### src/common/hci_pkg.sv
//////////////////////////////////////////////////////////////////////
// Shared types and register map for the host controller interface
// Byte addresses only, register words are always 32 bits wide
//////////////////////////////////////////////////////////////////////

package hci_pkg;

  typedef logic [31:0] data_t;       // One register word
  typedef logic [7:0]  addr_t;       // Register bus byte address
  typedef logic [1:0]  axi_resp_t;   // AXI response code
  typedef logic [7:0]  thld_t;       // Queue threshold
  typedef logic [7:0]  level_t;      // Queue occupancy, depth up to 128

  // Command descriptor
  //   31:16 data length, 15:8 command code, 7:4 tid, 3:0 attribute
  typedef logic [31:0] cmd_desc_t;

  // Response descriptor
  //   31:28 error status, 27:24 tid, 15:0 data length, rest zero
  typedef logic [31:0] resp_desc_t;

  localparam axi_resp_t AXI_OKAY   = 2'b00;
  localparam axi_resp_t AXI_SLVERR = 2'b10;

  // Register offsets
  localparam addr_t ADDR_CMD_PORT   = 8'h00;  // Write only
  localparam addr_t ADDR_RESP_PORT  = 8'h04;  // Read only
  localparam addr_t ADDR_THLD_CTRL  = 8'h08;  // {resp_thld, cmd_thld}
  localparam addr_t ADDR_QUEUE_STAT = 8'h0C;  // Read only
  localparam addr_t ADDR_RESET_CTRL = 8'h10;  // Self clearing

  // Response error status
  localparam logic [3:0] ERR_SUCCESS  = 4'h0;
  localparam logic [3:0] ERR_BAD_ATTR = 4'h1;

endpackage : hci_pkg

### src/logic/hci_fifo.sv
//////////////////////////////////////////////////////////////////////
// Show-ahead FIFO, rdata_o valid whenever not empty
// Flush beats push and pop in the same cycle
//////////////////////////////////////////////////////////////////////
`timescale 1ns/100ps

module hci_fifo #(
  parameter int DEPTH = 8,
  parameter int WIDTH = 32
) (
  input  logic                       clk_i,
  input  logic                       rst_n_i,
  input  logic                       flush_i,
  input  logic                       push_i,
  input  logic [WIDTH-1:0]           wdata_i,
  input  logic                       pop_i,
  output logic [WIDTH-1:0]           rdata_o,
  output logic                       full_o,
  output logic                       empty_o,
  output logic [$clog2(DEPTH+1)-1:0] level_o
);

  localparam int PTR_W = (DEPTH > 1) ? $clog2(DEPTH) : 1;
  localparam int LVL_W = $clog2(DEPTH + 1);

  logic [WIDTH-1:0] mem [DEPTH];
  logic [PTR_W-1:0] wr_ptr;
  logic [PTR_W-1:0] rd_ptr;
  logic             do_push;
  logic             do_pop;

  assign full_o  = (level_o == LVL_W'(DEPTH));
  assign empty_o = (level_o == '0);
  assign do_push = push_i & ~full_o;
  assign do_pop  = pop_i & ~empty_o;
  assign rdata_o = mem[rd_ptr];

  // Wrap explicitly so depths that are not a power of two work
  function automatic logic [PTR_W-1:0] next_ptr(input logic [PTR_W-1:0] ptr);
    return (ptr == PTR_W'(DEPTH - 1)) ? '0 : ptr + 1'b1;
  endfunction

  always_ff @(posedge clk_i) begin
    if (!rst_n_i || flush_i) begin
      wr_ptr  <= '0;
      rd_ptr  <= '0;
      level_o <= '0;
    end else begin
      if (do_push) wr_ptr <= next_ptr(wr_ptr);
      if (do_pop) rd_ptr <= next_ptr(rd_ptr);
      case ({do_push, do_pop})
        2'b10:   level_o <= level_o + 1'b1;
        2'b01:   level_o <= level_o - 1'b1;
        default: level_o <= level_o;  // Both or neither
      endcase
    end
  end

  always_ff @(posedge clk_i) begin
    if (do_push && !flush_i) mem[wr_ptr] <= wdata_i;
  end

endmodule : hci_fifo

### src/csr/hci_csr.sv
//////////////////////////////////////////////////////////////////////
// AXI4-Lite register front end, one outstanding read and one write
// WSTRB is ignored, every write updates the whole word
//////////////////////////////////////////////////////////////////////
`timescale 1ns/100ps

module hci_csr (
  input  logic               clk_i,
  input  logic               rst_n_i,
  // AXI4-Lite slave
  input  hci_pkg::addr_t     awaddr_i,
  input  logic               awvalid_i,
  output logic               awready_o,
  input  hci_pkg::data_t     wdata_i,
  input  logic [3:0]         wstrb_i,
  input  logic               wvalid_i,
  output logic               wready_o,
  output hci_pkg::axi_resp_t bresp_o,
  output logic               bvalid_o,
  input  logic               bready_i,
  input  hci_pkg::addr_t     araddr_i,
  input  logic               arvalid_i,
  output logic               arready_o,
  output hci_pkg::data_t     rdata_o,
  output hci_pkg::axi_resp_t rresp_o,
  output logic               rvalid_o,
  input  logic               rready_i,
  // Queue side
  output logic               cmd_push_o,
  output hci_pkg::cmd_desc_t cmd_data_o,
  input  logic               cmd_full_i,
  input  hci_pkg::level_t    cmd_level_i,
  output logic               resp_pop_o,
  input  hci_pkg::resp_desc_t resp_data_i,
  input  logic               resp_empty_i,
  input  hci_pkg::level_t    resp_level_i,
  output hci_pkg::thld_t     cmd_thld_o,
  output hci_pkg::thld_t     resp_thld_o,
  input  logic               cmd_below_thld_i,
  input  logic               resp_above_thld_i,
  output logic               cmd_rst_req_o,
  output logic               resp_rst_req_o,
  input  logic               cmd_rst_done_i,
  input  logic               resp_rst_done_i
);

  logic               wr_acc;
  logic               rd_acc;
  logic               rst_wr;
  hci_pkg::axi_resp_t wr_resp;
  hci_pkg::axi_resp_t rd_resp;
  hci_pkg::data_t     rd_data;

  // Accept only when the previous response has been taken
  assign wr_acc    = awvalid_i & wvalid_i & ~bvalid_o;
  assign awready_o = wr_acc;
  assign wready_o  = wr_acc;
  assign rd_acc    = arvalid_i & ~rvalid_o;
  assign arready_o = rd_acc;

  assign cmd_push_o = wr_acc && (awaddr_i == hci_pkg::ADDR_CMD_PORT);
  assign cmd_data_o = wdata_i;  // Strobes in wstrb_i not used
  assign resp_pop_o = rd_acc && (araddr_i == hci_pkg::ADDR_RESP_PORT);
  assign rst_wr     = wr_acc && (awaddr_i == hci_pkg::ADDR_RESET_CTRL);

  always_comb begin
    case (awaddr_i)
      hci_pkg::ADDR_CMD_PORT:   wr_resp = cmd_full_i ? hci_pkg::AXI_SLVERR : hci_pkg::AXI_OKAY;
      hci_pkg::ADDR_THLD_CTRL,
      hci_pkg::ADDR_RESET_CTRL: wr_resp = hci_pkg::AXI_OKAY;
      default:                  wr_resp = hci_pkg::AXI_SLVERR;  // Unmapped or read only
    endcase
  end

  always_comb begin
    rd_data = '0;
    rd_resp = hci_pkg::AXI_OKAY;
    case (araddr_i)
      hci_pkg::ADDR_RESP_PORT: begin
        if (resp_empty_i) rd_resp = hci_pkg::AXI_SLVERR;
        else rd_data = resp_data_i;
      end
      hci_pkg::ADDR_THLD_CTRL:  rd_data = {16'h0, resp_thld_o, cmd_thld_o};
      hci_pkg::ADDR_QUEUE_STAT: begin
        rd_data = {12'h0, resp_above_thld_i, cmd_below_thld_i, resp_empty_i,
                   (cmd_level_i == '0), resp_level_i, cmd_level_i};
      end
      hci_pkg::ADDR_RESET_CTRL: rd_data = {30'h0, resp_rst_req_o, cmd_rst_req_o};
      default:                  rd_resp = hci_pkg::AXI_SLVERR;
    endcase
  end

  always_ff @(posedge clk_i) begin
    if (!rst_n_i) begin
      bvalid_o <= 1'b0;
      bresp_o  <= hci_pkg::AXI_OKAY;
      rvalid_o <= 1'b0;
      rresp_o  <= hci_pkg::AXI_OKAY;
    end else begin
      if (wr_acc) begin
        bvalid_o <= 1'b1;
        bresp_o  <= wr_resp;
      end else if (bready_i) begin
        bvalid_o <= 1'b0;
      end
      if (rd_acc) begin
        rvalid_o <= 1'b1;
        rresp_o  <= rd_resp;
      end else if (rready_i) begin
        rvalid_o <= 1'b0;
      end
    end
  end

  // Read data held until RREADY
  always_ff @(posedge clk_i) begin
    if (rd_acc) rdata_o <= rd_data;
  end

  always_ff @(posedge clk_i) begin
    if (!rst_n_i) begin
      cmd_thld_o     <= 8'd1;
      resp_thld_o    <= 8'd1;
      cmd_rst_req_o  <= 1'b0;
      resp_rst_req_o <= 1'b0;
    end else begin
      if (wr_acc && (awaddr_i == hci_pkg::ADDR_THLD_CTRL)) begin
        cmd_thld_o  <= wdata_i[7:0];
        resp_thld_o <= wdata_i[15:8];
      end
      // Request stays up until the queue reports the flush
      if (rst_wr && wdata_i[0]) cmd_rst_req_o <= 1'b1;
      else if (cmd_rst_done_i) cmd_rst_req_o <= 1'b0;
      if (rst_wr && wdata_i[1]) resp_rst_req_o <= 1'b1;
      else if (resp_rst_done_i) resp_rst_req_o <= 1'b0;
    end
  end

endmodule : hci_csr

### src/queues/hci_queues.sv
//////////////////////////////////////////////////////////////////////
// Command and response queues with threshold flags and soft reset
// Depths up to 128, flags lag the level by one cycle
//////////////////////////////////////////////////////////////////////
`timescale 1ns/100ps

module hci_queues #(
  parameter int CMD_DEPTH  = 8,
  parameter int RESP_DEPTH = 8
) (
  input  logic                clk_i,
  input  logic                rst_n_i,
  // Register block side
  input  logic                cmd_push_i,
  input  hci_pkg::cmd_desc_t  cmd_data_i,
  output logic                cmd_full_o,
  output hci_pkg::level_t     cmd_level_o,
  input  logic                resp_pop_i,
  output hci_pkg::resp_desc_t resp_data_o,
  output logic                resp_empty_o,
  output hci_pkg::level_t     resp_level_o,
  input  hci_pkg::thld_t      cmd_thld_i,
  input  hci_pkg::thld_t      resp_thld_i,
  input  logic                cmd_rst_req_i,
  input  logic                resp_rst_req_i,
  output logic                cmd_rst_done_o,
  output logic                resp_rst_done_o,
  // Engine side
  output logic                cmd_rvalid_o,
  input  logic                cmd_rready_i,
  output hci_pkg::cmd_desc_t  cmd_rdata_o,
  input  logic                resp_wvalid_i,
  output logic                resp_wready_o,
  input  hci_pkg::resp_desc_t resp_wdata_i,
  // Threshold flags
  output logic                cmd_below_thld_o,
  output logic                resp_above_thld_o
);

  logic                            cmd_empty;
  logic                            resp_full;
  logic [$clog2(CMD_DEPTH+1)-1:0]  cmd_lvl;
  logic [$clog2(RESP_DEPTH+1)-1:0] resp_lvl;
  hci_pkg::thld_t                  cmd_thld_eff;
  hci_pkg::thld_t                  resp_thld_eff;

  // Flush takes one cycle, so the request itself is the done pulse
  assign cmd_rst_done_o  = cmd_rst_req_i;
  assign resp_rst_done_o = resp_rst_req_i;

  // Hold the engine off during a flush so nothing is lost or popped
  assign cmd_rvalid_o  = ~cmd_empty & ~cmd_rst_req_i;
  assign resp_wready_o = ~resp_full & ~resp_rst_req_i;

  assign cmd_level_o  = hci_pkg::level_t'(cmd_lvl);
  assign resp_level_o = hci_pkg::level_t'(resp_lvl);

  // Zero threshold behaves as one
  assign cmd_thld_eff  = (cmd_thld_i == '0) ? 8'd1 : cmd_thld_i;
  assign resp_thld_eff = (resp_thld_i == '0) ? 8'd1 : resp_thld_i;

  hci_fifo #(.DEPTH(CMD_DEPTH), .WIDTH(32)) u_cmd_fifo (
    .clk_i,
    .rst_n_i,
    .flush_i (cmd_rst_req_i),
    .push_i  (cmd_push_i),
    .wdata_i (cmd_data_i),
    .pop_i   (cmd_rvalid_o & cmd_rready_i),
    .rdata_o (cmd_rdata_o),
    .full_o  (cmd_full_o),
    .empty_o (cmd_empty),
    .level_o (cmd_lvl)
  );

  hci_fifo #(.DEPTH(RESP_DEPTH), .WIDTH(32)) u_resp_fifo (
    .clk_i,
    .rst_n_i,
    .flush_i (resp_rst_req_i),
    .push_i  (resp_wvalid_i & resp_wready_o),
    .wdata_i (resp_wdata_i),
    .pop_i   (resp_pop_i),
    .rdata_o (resp_data_o),
    .full_o  (resp_full),
    .empty_o (resp_empty_o),
    .level_o (resp_lvl)
  );

  always_ff @(posedge clk_i) begin
    if (!rst_n_i) begin
      cmd_below_thld_o  <= 1'b0;
      resp_above_thld_o <= 1'b0;
    end else begin
      cmd_below_thld_o  <= (cmd_level_o < cmd_thld_eff);
      resp_above_thld_o <= (resp_level_o >= resp_thld_eff);
    end
  end

endmodule : hci_queues

### src/logic/cmd_engine.sv
//////////////////////////////////////////////////////////////////////
// Stand-in for the bus controller, one response per command
// Only attributes 0 and 1 are accepted, command code is not decoded
//////////////////////////////////////////////////////////////////////
`timescale 1ns/100ps

module cmd_engine (
  input  logic                clk_i,
  input  logic                rst_n_i,
  input  logic                exec_en_i,
  input  logic                cmd_rvalid_i,
  output logic                cmd_rready_o,
  input  hci_pkg::cmd_desc_t  cmd_rdata_i,
  output logic                resp_wvalid_o,
  input  logic                resp_wready_i,
  output hci_pkg::resp_desc_t resp_wdata_o
);

  typedef enum logic {
    IDLE,
    RESPOND
  } state_t;

  state_t     state_q;
  logic       cmd_pop;
  logic [3:0] status;

  assign cmd_rready_o  = (state_q == IDLE) && exec_en_i;
  assign cmd_pop       = cmd_rready_o & cmd_rvalid_i;
  assign resp_wvalid_o = (state_q == RESPOND);

  // Attribute check
  assign status = (cmd_rdata_i[3:0] <= 4'd1) ? hci_pkg::ERR_SUCCESS : hci_pkg::ERR_BAD_ATTR;

  always_ff @(posedge clk_i) begin
    if (!rst_n_i) begin
      state_q <= IDLE;
    end else begin
      case (state_q)
        IDLE:    if (cmd_pop) state_q <= RESPOND;
        RESPOND: if (resp_wready_i) state_q <= IDLE;  // Stall while queue full
        default: state_q <= IDLE;
      endcase
    end
  end

  // Response built once at pop and held through back-pressure
  always_ff @(posedge clk_i) begin
    if (cmd_pop) begin
      resp_wdata_o <= {status, cmd_rdata_i[7:4], 8'h00, cmd_rdata_i[31:16]};
    end
  end

endmodule : cmd_engine

### src/logic/hci_top.sv
//////////////////////////////////////////////////////////////////////
// Host controller top, register block feeding queues and engine
//////////////////////////////////////////////////////////////////////
`timescale 1ns/100ps

module hci_top #(
  parameter int CMD_DEPTH  = 8,
  parameter int RESP_DEPTH = 8
) (
  input  logic               clk_i,
  input  logic               rst_n_i,
  input  hci_pkg::addr_t     awaddr_i,
  input  logic               awvalid_i,
  output logic               awready_o,
  input  hci_pkg::data_t     wdata_i,
  input  logic [3:0]         wstrb_i,
  input  logic               wvalid_i,
  output logic               wready_o,
  output hci_pkg::axi_resp_t bresp_o,
  output logic               bvalid_o,
  input  logic               bready_i,
  input  hci_pkg::addr_t     araddr_i,
  input  logic               arvalid_i,
  output logic               arready_o,
  output hci_pkg::data_t     rdata_o,
  output hci_pkg::axi_resp_t rresp_o,
  output logic               rvalid_o,
  input  logic               rready_i,
  input  logic               exec_en_i,
  output logic               cmd_below_thld_o,
  output logic               resp_above_thld_o
);

  logic                cmd_push;
  hci_pkg::cmd_desc_t  cmd_data;
  logic                cmd_full;
  hci_pkg::level_t     cmd_level;
  logic                resp_pop;
  hci_pkg::resp_desc_t resp_data;
  logic                resp_empty;
  hci_pkg::level_t     resp_level;
  hci_pkg::thld_t      cmd_thld;
  hci_pkg::thld_t      resp_thld;
  logic                cmd_rst_req;
  logic                resp_rst_req;
  logic                cmd_rst_done;
  logic                resp_rst_done;
  logic                cmd_rvalid;
  logic                cmd_rready;
  hci_pkg::cmd_desc_t  cmd_rdata;
  logic                resp_wvalid;
  logic                resp_wready;
  hci_pkg::resp_desc_t resp_wdata;

  hci_csr u_csr (
    .clk_i, .rst_n_i,
    .awaddr_i, .awvalid_i, .awready_o,
    .wdata_i, .wstrb_i, .wvalid_i, .wready_o,
    .bresp_o, .bvalid_o, .bready_i,
    .araddr_i, .arvalid_i, .arready_o,
    .rdata_o, .rresp_o, .rvalid_o, .rready_i,
    .cmd_push_o        (cmd_push),
    .cmd_data_o        (cmd_data),
    .cmd_full_i        (cmd_full),
    .cmd_level_i       (cmd_level),
    .resp_pop_o        (resp_pop),
    .resp_data_i       (resp_data),
    .resp_empty_i      (resp_empty),
    .resp_level_i      (resp_level),
    .cmd_thld_o        (cmd_thld),
    .resp_thld_o       (resp_thld),
    .cmd_below_thld_i  (cmd_below_thld_o),
    .resp_above_thld_i (resp_above_thld_o),
    .cmd_rst_req_o     (cmd_rst_req),
    .resp_rst_req_o    (resp_rst_req),
    .cmd_rst_done_i    (cmd_rst_done),
    .resp_rst_done_i   (resp_rst_done)
  );

  hci_queues #(
    .CMD_DEPTH  (CMD_DEPTH),
    .RESP_DEPTH (RESP_DEPTH)
  ) u_queues (
    .clk_i, .rst_n_i,
    .cmd_push_i      (cmd_push),
    .cmd_data_i      (cmd_data),
    .cmd_full_o      (cmd_full),
    .cmd_level_o     (cmd_level),
    .resp_pop_i      (resp_pop),
    .resp_data_o     (resp_data),
    .resp_empty_o    (resp_empty),
    .resp_level_o    (resp_level),
    .cmd_thld_i      (cmd_thld),
    .resp_thld_i     (resp_thld),
    .cmd_rst_req_i   (cmd_rst_req),
    .resp_rst_req_i  (resp_rst_req),
    .cmd_rst_done_o  (cmd_rst_done),
    .resp_rst_done_o (resp_rst_done),
    .cmd_rvalid_o    (cmd_rvalid),
    .cmd_rready_i    (cmd_rready),
    .cmd_rdata_o     (cmd_rdata),
    .resp_wvalid_i   (resp_wvalid),
    .resp_wready_o   (resp_wready),
    .resp_wdata_i    (resp_wdata),
    .cmd_below_thld_o,
    .resp_above_thld_o
  );

  cmd_engine u_engine (
    .clk_i, .rst_n_i,
    .exec_en_i,
    .cmd_rvalid_i  (cmd_rvalid),
    .cmd_rready_o  (cmd_rready),
    .cmd_rdata_i   (cmd_rdata),
    .resp_wvalid_o (resp_wvalid),
    .resp_wready_i (resp_wready),
    .resp_wdata_o  (resp_wdata)
  );

endmodule : hci_top

### config.mk
export PLATFORM = sky130hd
export DESIGN_NAME = hci_top
export DESIGN_NICKNAME = d
export VERILOG_FILES = /design/src/common/hci_pkg.sv /design/src/logic/hci_fifo.sv /design/src/csr/hci_csr.sv /design/src/queues/hci_queues.sv /design/src/logic/cmd_engine.sv /design/src/logic/hci_top.sv
export SDC_FILE = /design/constraint.sdc
export NUM_CORES = 1
export LEC_CHECK = 0
export BUFFER_PORTS_ARGS = -buffer_cell sky130_fd_sc_hd__buf_2
export CAP_MARGIN = 10
export CORE_AREA = 2 2 190 192
export DETAILED_ROUTE_END_ITERATION = 16
export DIE_AREA = 0 0 192 194
export MAX_ROUTING_LAYER = met4
export PLACE_DENSITY = 0.67
export RECOVER_POWER = 50
export SLEW_MARGIN = 10
export SYNTH_ARGS = -nofsm -noshare
export SYNTH_HDL_FRONTEND = slang
export SYNTH_SLANG_ARGS = --single-unit
export TNS_END_PERCENT = 50
### constraint.sdc
create_clock -name clk_i -period 8.5 [get_ports clk_i]
set_clock_uncertainty 0.2 [all_clocks]
set_input_delay 1.7 -clock clk_i [delete_from_list [all_inputs] [get_ports clk_i]]
set_output_delay 1.7 -clock clk_i [all_outputs]
set_load 0.02 [all_outputs]
==> summary.txt <==
Run status
  • Status: finished, violations left
  • Failing checks: max-capacitance violations, max-slew violations

Place
  • Dpl ws: 3.35 ns
  • Post-DP HPWL: 19.3 mm
  • PortBufs: 89
  • Dpl cell area: 0.0185 mm^2
  • Routability cong.: 0.815

CTS
  • Bufs on Longest Clock Path: 3
  • Clock latency on the worst-skew pair: 0.54 ns
  • CTS resizes: 0
  • Reg clk slew, reported paths: 0.06 ns
  • Clock Sinks: 449
  • H-tree Lvls: 2
  • Root Buffer: clkbuf_16
  • CTS tree: done
  • Postcts setup bufs: 0
  • Hold-fix buffers, CTS: 0
  • Cts bufs inserted: 44

Yosys
  • Sequential-to-total area share from yosys stat: 74.3%
  • Post-synth EDFFs: 398
  • Flops & latches, synth: 449
  • Synth top area share: 68.4%
  • Yosys top cell by area: edfxtp_1
  • Yosys warning total: 0
  • Ranking of synthesized cells by area: edfxtp_1 68%, mux4_2 11%, dfxtp_1 5.8%, ha_1 1.5%, mux2_2 1.4%
  • Avg Inst Size Synth: 18.7 um^2
  • Post-Syn Area: 0.0175 mm^2
  • Most used DFF post-synth: edfxtp_1
  • Asr flop ratio synth: 0%
  • Synthesized netlist cell count: 935
  • Yosys cell types: 57

Routing
  • Avg WL per Cell: 21.4 um
  • Max Used Layer: met4
  • Post-DRT Antenna Nets: 0
  • Met1 wire length: 14.6 mm
  • Met3 wire length: 1.51 mm
  • DR vias: 8593
  • Post-route DRC: 0
  • Drt total wl: 33.1 mm
  • Met2 WL: 16.5 mm
  • Vias/cell: 5.56
  • Drt first pass iters: 4
  • Iteration-0 DRC Markers: 592

Finish
  • ANT cells: 0
  • Ratio of cells with drive above 1 in the final layout: 24.6%
  • Final instance area: 0.0199 mm^2
  • Fin nets: 1129
  • Synthesis-to-layout area growth: 13.9%

Timing
  • Period utilization: 58.9%
  • Final hold vios: 0
  • Measured slew at the worst slew-check pin: 3.59 ns
  • Worst rel slew slack: -140%
  • Hold WS: 0.276 ns
  • Fin. max-slew vios: 111
  • Setup-failing EPs final: 0
  • RSZ-0062 raised after global routing: false
  • Fmax: 0.200 GHz
  • Tmin final: 5.01 ns
  • Setup TNS Final: 0 ns
  • Worst setup margin: 3.49 ns

Die
  • Die width: 192 um
  • Starting density of the core: 49.6%
  • Row cnt: 69
  • Die H: 194 um
  • DIE AREA: 0.0372 mm^2
  • Core area: 0.0352 mm^2
  • Number of top-level pins: 103

Worst setup path
  • Setup CP Type: in -> out
  • Critical path endpoint category: output port
  • CP arrival: 3.11 ns
  • Setup crit start: arvalid_i
  • Critical Path RT: 6.60 ns
  • Worst Path Max Fanout: 30
  • Critical Path Source Type: input port

Pwr
  • Worst VDD drop: 0.000178 V
  • Leak: 6.32 nW
  • Total power: 0.00440 W
  • PD cells: 221 mW/mm^2

Job
  • Max-cap violations: 4

Min path
  • Worst hold path type: reg -> reg
  • Worst hold start: u_queues.u_cmd_fifo.rd_ptr[1]

Global route
  • Largest net degree at the start of global routing: 49
  • Total track usage: 18.6%
  • First-pass GRT wire length: 50.2 mm
  • Vias in the first global route: 8530
  • Overflow after GRT: 0
  • Antenna violations before repair: 0
final cells by class:
class	count	area, um^2
timing repair buffer	111	566
sequential	449	13000
tap	461	577
multi-input combinational	428	4250
clock inverter	26	262
inverter	14	52.6
clock buffer	56	1210
fill	2708	15300
kinds of logic (layout without fill, tap and decap cells):
kind of cell | count (synthesis) | after routing | synth area share [%]
AOI/OAI and AO/OA | 100 | 100 | 3.60
adders and majority gates | 21 | 21 | 1.50
other | 1 | 9 | 0.0215
DFF | 449 | 449 | 74.3
and+or+nand+nor | 166 | 166 | 5.14
buffers and inverters | 66 | 207 | 1.91
muxes | 125 | 125 | 13.2
xor gates and xnor gates | 7 | 7 | 0.351
per-stage QoR:
stage / cells / utilization, %
after floorplan: 943 / -
after global placement: 1463 / 52.5
after detailed placement: 1463 / 52.5
after CTS: 1545 / 56.7
after global routing: 1545 / 56.5
final: 1545 / 56.5
registers in the layout, indices dropped and copies added, names as in the netlist, 4 cells and up, named ones only:
signal,count
u_queues.u_resp_fifo.level_o,4
u_csr.cmd_thld_o,8
u_queues.u_resp_fifo.mem,168
u_queues.u_cmd_fifo.level_o,4
u_engine.resp_wdata_o,21
u_queues.u_cmd_fifo.mem,184
u_csr.rdata_o,25
u_csr.resp_thld_o,8
layout by cell type, fill, tap and decap left out, types with 4 or more instances in the layout:
cell type,n
edfxtp_1,398
mux4_2,82
buf_2,65
nand2_1,58
dfxtp_1,48
clkbuf_16,46
clkbuf_1,36
a21oi_1,27
nor2_1,22
mux2i_1,21
ha_1,21
o21ai_0,20
buf_4,18
a21boi_0,16
inv_1,14
mux2_2,14
nor3_1,11
clkinv_1,10
conb_1,9
mux2_1,8
nand3_1,8
o21ai_1,8
a22oi_1,8
nor4_1,7
xor2_1,7
clkinv_2,7
nor2b_1,5
nand4_1,5
a21o_1,5
bufinv_16,5
nand2b_1,4
or3_1,4
nand3b_1,4
nor3_2,4
and2_1,4
synthesized netlist by cell type (all sizes together), types with 3 or more instances:
cell type	number
xor2	7
a21o	5
dfxtp	51
nor3b	3
mux2i	21
nand4	5
buf	34
a22oi	8
nor3	15
nand3	8
o31ai	3
nand3b	4
ha	21
and4	3
edfxtp	398
nand2	58
inv	14
and2	4
nand2b	4
nor4b	5
clkbuf	18
nor4	10
or3	5
a21oi	27
nor2b	5
nor2	26
a21boi	16
or4	3
mux4	82
o21ai	28
mux2	22
per-layer routing:
metal,vias up,track usage (%)
li1,3960,-
met3,41,3.02
met2,177,30.1
met4,0,4.10
met5,-,-
met1,4415,25.2
power breakdown:
part / internal [W] / leakage, nW / switching, W
Clock: 0.00116 / 0.712 / 0.000782
Combinational: 0.0000184 / 1.59 / 0.0000465
Sequential: 0.00239 / 4.01 / 0.00000258
Total: 0.00357 / 6.32 / 0.000831
final timing paths:
kind	endpoint	slack, ns	cells past startpoint
worst max register to register	u_engine.resp_wdata_o[4]	4.05	3
worst min register to register	flop	0.28	2
worst min-delay path	flop	0.28	2
worst max-delay path	arready_o	3.49	4
worst max-delay path: stages:
cell and delay (ns):
buf_2 0.09, nand2b_1 0.14, inv_1 0.84, buf_2 0.32
Note: power is estimated with default switching activity, not from simulation.
